## src/source/alu_lab_pkg.sv

```systemverilog
package alu_lab_pkg;

    // Datapath widths, fixed by the switch field layout
    localparam int DATA_W = 4;
    localparam int OP_W   = 6;
    localparam int SW_W   = 16;

    // Where each field sits on the slide switches
    localparam int SW_A_LSB  = 0;
    localparam int SW_B_LSB  = 4;
    localparam int SW_OP_LSB = 8;

    // Operands and result
    typedef logic [DATA_W-1:0] operand_t;
    // ALU function code
    typedef logic [OP_W-1:0]   alu_op_t;
    // Whole switch bank
    typedef logic [SW_W-1:0]   switch_t;

    // MIPS-style function codes
    localparam alu_op_t OP_ADD = 6'b100000;
    localparam alu_op_t OP_SUB = 6'b100010;
    localparam alu_op_t OP_AND = 6'b100100;
    localparam alu_op_t OP_OR  = 6'b100101;
    localparam alu_op_t OP_XOR = 6'b100110;
    localparam alu_op_t OP_NOR = 6'b100111;
    // Shifts use the lower code space
    localparam alu_op_t OP_SRA = 6'b000011;
    localparam alu_op_t OP_SRL = 6'b000010;

    // Load order of the input controller
    typedef enum logic [1:0]
    {
        ST_WAIT_A  = 2'd0,
        ST_WAIT_B  = 2'd1,
        ST_WAIT_OP = 2'd2
    } load_state_t;

endpackage

```

## src/source/button_pulse.sv

```systemverilog
`timescale 1ns/1ps

module button_pulse
(
    input  logic i_clock,
    input  logic i_rst,
    input  logic i_button,
    output logic o_pulse
);

    // Two-flop synchronizer stages
    logic sync_meta;
    logic sync_level;
    // Previous synchronized level, for edge detection
    logic level_dly;

    always_ff @(posedge i_clock)
    begin
        if (i_rst)
        begin
            sync_meta  <= 1'b0;
            sync_level <= 1'b0;
            level_dly  <= 1'b0;
            o_pulse    <= 1'b0;
        end
        else
        begin
            sync_meta  <= i_button;
            sync_level <= sync_meta;
            level_dly  <= sync_level;
            // High for one cycle on a low-to-high change only
            o_pulse    <= sync_level & ~level_dly;
        end
    end

endmodule

```

## src/source/alu_input_ctrl.sv

```systemverilog
`timescale 1ns/1ps

module alu_input_ctrl
    import alu_lab_pkg::*;
(
    input  logic     i_clock,
    input  logic     i_rst,
    input  switch_t  i_sw,
    input  logic     i_load_a,
    input  logic     i_load_b,
    input  logic     i_load_op,
    output operand_t o_alu_a,
    output operand_t o_alu_b,
    output alu_op_t  o_alu_op,
    output logic     o_start
);

    load_state_t state;
    load_state_t state_next;

    // Load enables, only when the pulse is the expected one
    logic take_a;
    logic take_b;
    logic take_op;

    // Switch fields
    operand_t sw_a;
    operand_t sw_b;
    alu_op_t  sw_op;

    assign sw_a  = i_sw[SW_A_LSB +: DATA_W];
    assign sw_b  = i_sw[SW_B_LSB +: DATA_W];
    assign sw_op = i_sw[SW_OP_LSB +: OP_W];

    // Next state and accepted loads
    always_comb
    begin
        state_next = state;
        take_a     = 1'b0;
        take_b     = 1'b0;
        take_op    = 1'b0;
        case (state)
            ST_WAIT_A:
            begin
                // B and opcode pulses dropped here
                if (i_load_a)
                begin
                    take_a     = 1'b1;
                    state_next = ST_WAIT_B;
                end
            end
            ST_WAIT_B:
            begin
                if (i_load_b)
                begin
                    take_b     = 1'b1;
                    state_next = ST_WAIT_OP;
                end
            end
            ST_WAIT_OP:
            begin
                // Opcode completes the sequence, back to A
                if (i_load_op)
                begin
                    take_op    = 1'b1;
                    state_next = ST_WAIT_A;
                end
            end
            default:
            begin
                state_next = ST_WAIT_A;
            end
        endcase
    end

    // State, held operands and start strobe
    always_ff @(posedge i_clock)
    begin
        if (i_rst)
        begin
            state    <= ST_WAIT_A;
            o_alu_a  <= '0;
            o_alu_b  <= '0;
            o_alu_op <= '0;
            o_start  <= 1'b0;
        end
        else
        begin
            state   <= state_next;
            // One cycle after the opcode load
            o_start <= take_op;
            if (take_a)
                o_alu_a <= sw_a;
            if (take_b)
                o_alu_b <= sw_b;
            if (take_op)
                o_alu_op <= sw_op;
        end
    end

endmodule

```

## src/source/alu.sv

```systemverilog
`timescale 1ns/1ps

module alu
    import alu_lab_pkg::*;
(
    input  logic     i_clock,
    input  logic     i_rst,
    input  logic     i_start,
    input  operand_t i_alu_a,
    input  operand_t i_alu_b,
    input  alu_op_t  i_alu_op,
    output operand_t o_alu_result,
    output logic     o_overflow_flag,
    output logic     o_result_valid
);

    // Sum and difference, truncated to DATA_W
    operand_t sum;
    operand_t diff;
    // Signed overflow of each
    logic     add_ovf;
    logic     sub_ovf;
    // Combinational result before the output register
    operand_t result_next;
    logic     ovf_next;

    assign sum  = i_alu_a + i_alu_b;
    assign diff = i_alu_a - i_alu_b;

    // Same signs in, other sign out
    assign add_ovf = (i_alu_a[DATA_W-1] == i_alu_b[DATA_W-1])
                   && (sum[DATA_W-1] != i_alu_a[DATA_W-1]);
    // Signs differ, result flips away from A
    assign sub_ovf = (i_alu_a[DATA_W-1] != i_alu_b[DATA_W-1])
                   && (diff[DATA_W-1] != i_alu_a[DATA_W-1]);

    // Operation select
    always_comb
    begin
        result_next = '0;
        ovf_next    = 1'b0;
        case (i_alu_op)
            OP_ADD:
            begin
                result_next = sum;
                ovf_next    = add_ovf;
            end
            OP_SUB:
            begin
                result_next = diff;
                ovf_next    = sub_ovf;
            end
            OP_AND: result_next = i_alu_a & i_alu_b;
            OP_OR:  result_next = i_alu_a | i_alu_b;
            OP_XOR: result_next = i_alu_a ^ i_alu_b;
            OP_NOR: result_next = ~(i_alu_a | i_alu_b);
            // Amount is B unsigned, large shifts fill with sign
            OP_SRA: result_next = operand_t'($signed(i_alu_a) >>> i_alu_b);
            // Large shifts give zero
            OP_SRL: result_next = i_alu_a >> i_alu_b;
            // Unknown code, zero result
            default:
            begin
                result_next = '0;
                ovf_next    = 1'b0;
            end
        endcase
    end

    // Result and flag hold between starts
    always_ff @(posedge i_clock)
    begin
        if (i_rst)
        begin
            o_alu_result    <= '0;
            o_overflow_flag <= 1'b0;
            o_result_valid  <= 1'b0;
        end
        else
        begin
            o_result_valid <= i_start;
            if (i_start)
            begin
                o_alu_result    <= result_next;
                o_overflow_flag <= ovf_next;
            end
        end
    end

endmodule

```

## src/source/alu_top.sv

```systemverilog
`timescale 1ns/1ps

module alu_top
    import alu_lab_pkg::*;
(
    input  logic     i_clock,
    input  logic     i_rst,
    input  switch_t  i_sw,
    input  logic     i_button_a,
    input  logic     i_button_b,
    input  logic     i_button_op,
    output operand_t o_alu_a,
    output operand_t o_alu_b,
    output alu_op_t  o_alu_op,
    output operand_t o_alu_result,
    output logic     o_overflow_flag,
    output logic     o_result_valid
);

    // One pulse per press
    logic load_a_pulse;
    logic load_b_pulse;
    logic load_op_pulse;
    // Controller to ALU strobe
    logic alu_start;

    // Button A
    button_pulse u_pulse_a
    (
        .i_clock  (i_clock),
        .i_rst    (i_rst),
        .i_button (i_button_a),
        .o_pulse  (load_a_pulse)
    );

    // Button B
    button_pulse u_pulse_b
    (
        .i_clock  (i_clock),
        .i_rst    (i_rst),
        .i_button (i_button_b),
        .o_pulse  (load_b_pulse)
    );

    // Opcode button
    button_pulse u_pulse_op
    (
        .i_clock  (i_clock),
        .i_rst    (i_rst),
        .i_button (i_button_op),
        .o_pulse  (load_op_pulse)
    );

    // Held operands go to the LEDs and the ALU
    alu_input_ctrl u_ctrl
    (
        .i_clock   (i_clock),
        .i_rst     (i_rst),
        .i_sw      (i_sw),
        .i_load_a  (load_a_pulse),
        .i_load_b  (load_b_pulse),
        .i_load_op (load_op_pulse),
        .o_alu_a   (o_alu_a),
        .o_alu_b   (o_alu_b),
        .o_alu_op  (o_alu_op),
        .o_start   (alu_start)
    );

    alu u_alu
    (
        .i_clock         (i_clock),
        .i_rst           (i_rst),
        .i_start         (alu_start),
        .i_alu_a         (o_alu_a),
        .i_alu_b         (o_alu_b),
        .i_alu_op        (o_alu_op),
        .o_alu_result    (o_alu_result),
        .o_overflow_flag (o_overflow_flag),
        .o_result_valid  (o_result_valid)
    );

endmodule

```

## config.mk

```make
export PLATFORM = sky130hd
export DESIGN_NAME = alu_top
export DESIGN_NICKNAME = d
export VERILOG_FILES = /design/src/source/alu_lab_pkg.sv /design/src/source/button_pulse.sv /design/src/source/alu_input_ctrl.sv /design/src/source/alu.sv /design/src/source/alu_top.sv
export SDC_FILE = /design/constraint.sdc
export NUM_CORES = 1
export LEC_CHECK = 0
export BUFFER_PORTS_ARGS = -buffer_cell sky130_fd_sc_hd__buf_2
export CORE_MARGIN = 2
export CORE_UTILIZATION = 54
export DETAILED_ROUTE_END_ITERATION = 12
export PLACE_DENSITY = 0.86
export REMOVE_ABC_BUFFERS = 1
export SYNTH_ARGS = -nofsm -noshare
export SYNTH_HDL_FRONTEND = slang
export SYNTH_SLANG_ARGS = --single-unit
```

## constraint.sdc

```tcl
create_clock -name i_clock -period 2.1 [get_ports i_clock]
set_input_delay 0.21 -clock i_clock [delete_from_list [all_inputs] [get_ports i_clock]]
set_output_delay 0.21 -clock i_clock [all_outputs]
set_load 0.05 [all_outputs]
```

==> run_results.csv <==
group,metric,value,unit
finish,fillers,284,
grt,grt_pass1_vias,1525,
sta,relSlewSlack,60.0,%
finish,nets,293,
status,status,"finished clean",
synth,syn_inst,212,
place,hpwlAfterDp,3.06,mm
critical_path,rr_worst_depth,8,
floorplanning,core,3340,sq um
clock_network,clockBufferDepth,2,
synth,yosys.area.top_type,"dfxtp_1",
place,gp_congestion,0.907,
clock_network,cts.sinks,35,
synth,async_reset_ff_share,0,%
synth,synth_edf_count,0,
synth,yosysUniqueCellTypes,45,
sta,setup_violations,0,
pwr,leakagePower,1.04,nW
drt,wirelength,4.13,mm
finish,diodes,0,
grt,overflow,0,
grt,grt_pass1_wl,7.04,mm
clock_network,worstSkewPairLatency,0.35,ns
floorplanning,pin_count,41,
drt,drc,0,
clock_network,htreeDepth,2,
synth,synth_area_leaders,"dfxtp_1, ha_1, mux2i_1, nor2_1, nor2b_1",
grt,grt_max_degree,34,
sta,post-route-period-util,94.8,%
floorplanning,rows,21,
floorplanning,fp.dieW,63.1,um
grt,grt_usage,22.7,%
synth,ys_seq_area_share,37.1,%
critical_path,cp-start-kind,"flip-flop",
drt,ant_nets,0,
pwr,power.density,538,nW/um^2
drt,drt_iter0_drc,108,
synth,postSynthRegisterBits,35,
synth,yosysWarnings,0,
synth,synth_top_area_share,37.1,%
sta,rsz0062_at_grt,"yes",
clock_network,cts_made_buffers,5,
floorplanning,die-area,3990,sq um
place,dp_slack,-0.0275,ns
sta,tightest_slew,0.601,ns
critical_path,crit_type,"flip-flop to flip-flop",
drt,vias,1653,
floorplanning,start_util,56.6,%
pwr,peakVddDrop,464,uV
grt,antenna_found_initial,0,
clock_network,clk_pin_slew,0.12,ns
sta,maxSlewViolCount,0,
sta,skew,0.0174,ns
synth,avgSynthCellArea,8.91,sq um
place,io_buffers,38,
sta,min_period,1.99,ns
drt,routedWlPerCell,13.5,um
drt,firstDrtPassIters,5,
worst_hold_path,whs_path_depth,2,
finish,drive_gt1_share,27.0,%
pwr,p_total,1.24,mW
clock_network,cts_tree,"built",
sta,hold_viol_final,0,
clock_network,cts_hold_buf,0,
clock_network,cts-root-buf,"clkbuf_4",
critical_path,worstPathMaxFanout,4,
floorplanning,die_y,63.1,um
critical_path,cp-end-kind,"flip-flop",
synth,synth_ff_type,"dfxtp_1",
drt,via_per_inst,5.42,
critical_path,arrival,2.26,ns
worst_hold_path,min_path_type,"input pin to flip-flop",
synth,netlist_area,1890,sq um
sta,setup_ws,0.108,ns
finish,area_growth,22.3,%
critical_path,required,2.37,ns
run,maxCapViolCount,0,
critical_path,r2r_slack,0.11,ns
sta,fmax,0.502,GHz
Yosys cell counts, types with 2 or more instances:
master / instances
fa_1: 2
dfxtp_1: 35
o31ai_1: 2
a221oi_1: 2
mux2i_1: 14
o21ai_0: 2
a311oi_1: 3
ha_1: 12
a21oi_1: 13
nor3_1: 2
xnor2_1: 4
nor3b_1: 3
o32ai_1: 3
inv_1: 15
nor2b_1: 15
nand2b_1: 2
clkbuf_1: 6
nand3_1: 4
nand2_1: 10
a31oi_1: 2
buf_2: 2
nand3b_1: 8
xor2_1: 2
nor2_1: 27
buf_1: 2
routing by layer:
metal  vias to the layer above  track usage (%)  part of all wire (%)
met4                         0             12.2                   2.9
li1                        826                -                     -
met2                        53             36.0                    47
met3                        13             5.18                   5.4
met1                       761             28.6                    44
met5                         -                0                     0
per-stage QoR:
step / instances / area [sq um] / setup TNS [ns] / utilization (%) / hold slack [ns]
after floorplan: 201 / 1840 / -1.15 / - / 0.279
after global placement: 297 / 2170 / 0 / 65.2 / 0.370
after detailed placement: 297 / 2170 / -0.0275 / 65.2 / 0.375
after CTS: 305 / 2290 / 0 / 68.5 / 0.0473
after global routing: 305 / 2310 / -0.00299 / 69.2 / 0.0410
final: 305 / 2310 / 0 / 69.2 / 0.0664
critical path, stage by stage (launching register included):
cell and delay, ns:
dfxtp_4 0.39, inv_4 0.07, ha_4 0.13, inv_1 0.05
fa_2 0.34, a2111o_1 0.44, a311oi_2 0.25, o31ai_1 0.11
a21oi_1 0.13
what timing repair did:
| action | in CTS | in global routing |
|---|---|---|
| setup endpoints to repair | 1 | 3 |
| pin swaps | 2 | 4 |
| resized for setup | 9 | 6 |
| buffers inserted | 0 | 0 |
| cloned | 0 | 0 |
| hold endpoints to repair | 0 | 0 |
cell families after synthesis:
kind of cell,Yosys count,synth area share [%]
xor gates and xnor gates,6,2.78
AOI/OAI and AO/OA,37,13.7
buffers and inverters,26,5.70
adders and majority gates,14,10.1
and+or+nand+nor,78,21.9
muxes,16,8.81
DFF,35,37.1
layout by cell type (no fill, tap or decap), drive strengths merged, types with 5 or more instances in the layout:
cell type | Yosys | layout
a21oi | 13 | 13
buf | 5 | 50
clkbuf | 6 | 5
dfxtp | 35 | 35
ha | 12 | 12
inv | 15 | 16
mux2i | 14 | 14
nand2 | 10 | 10
nand3b | 8 | 8
nor2 | 27 | 27
nor2b | 15 | 15
final cells by class:
type / count / area [sq um] / area share (%)
Tap cell: 46 / 57.6 / 2.49
Clock buffer: 5 / 37.5 / 1.63
Inverter: 15 / 58.8 / 2.55
Sequential cell: 35 / 708 / 30.7
Multi-Input combinational cell: 151 / 1120 / 48.5
Timing Repair Buffer: 50 / 280 / 12.1
Clock inverter: 3 / 46.3 / 2.01
final timing paths:
check                                    startpoint               endpoint
worst min register to register  u_pulse_b.level_dly      u_pulse_b.o_pulse
worst max-delay path              u_ctrl.o_alu_a[0]  u_alu.o_alu_result[2]
worst min-delay path                     i_button_b    u_pulse_b.sync_meta
worst max register to register    u_ctrl.o_alu_a[0]  u_alu.o_alu_result[2]
state kept, by name (all words and copies together), names as in the netlist, 2 cells and up:
signal and cells:
u_ctrl.o_alu_op 6, u_alu.o_alu_result 4, u_ctrl.o_alu_b 4, u_ctrl.o_alu_a 4, u_ctrl.state 2
where the power goes:
group          internal, mW  total (mW)  switching, mW
logic                0.0312      0.0688         0.0376
clock network         0.254       0.496          0.242
registers             0.672       0.677        0.00527
total                 0.957        1.24          0.285
No activity file was read; power rests on OpenSTA's default activity.
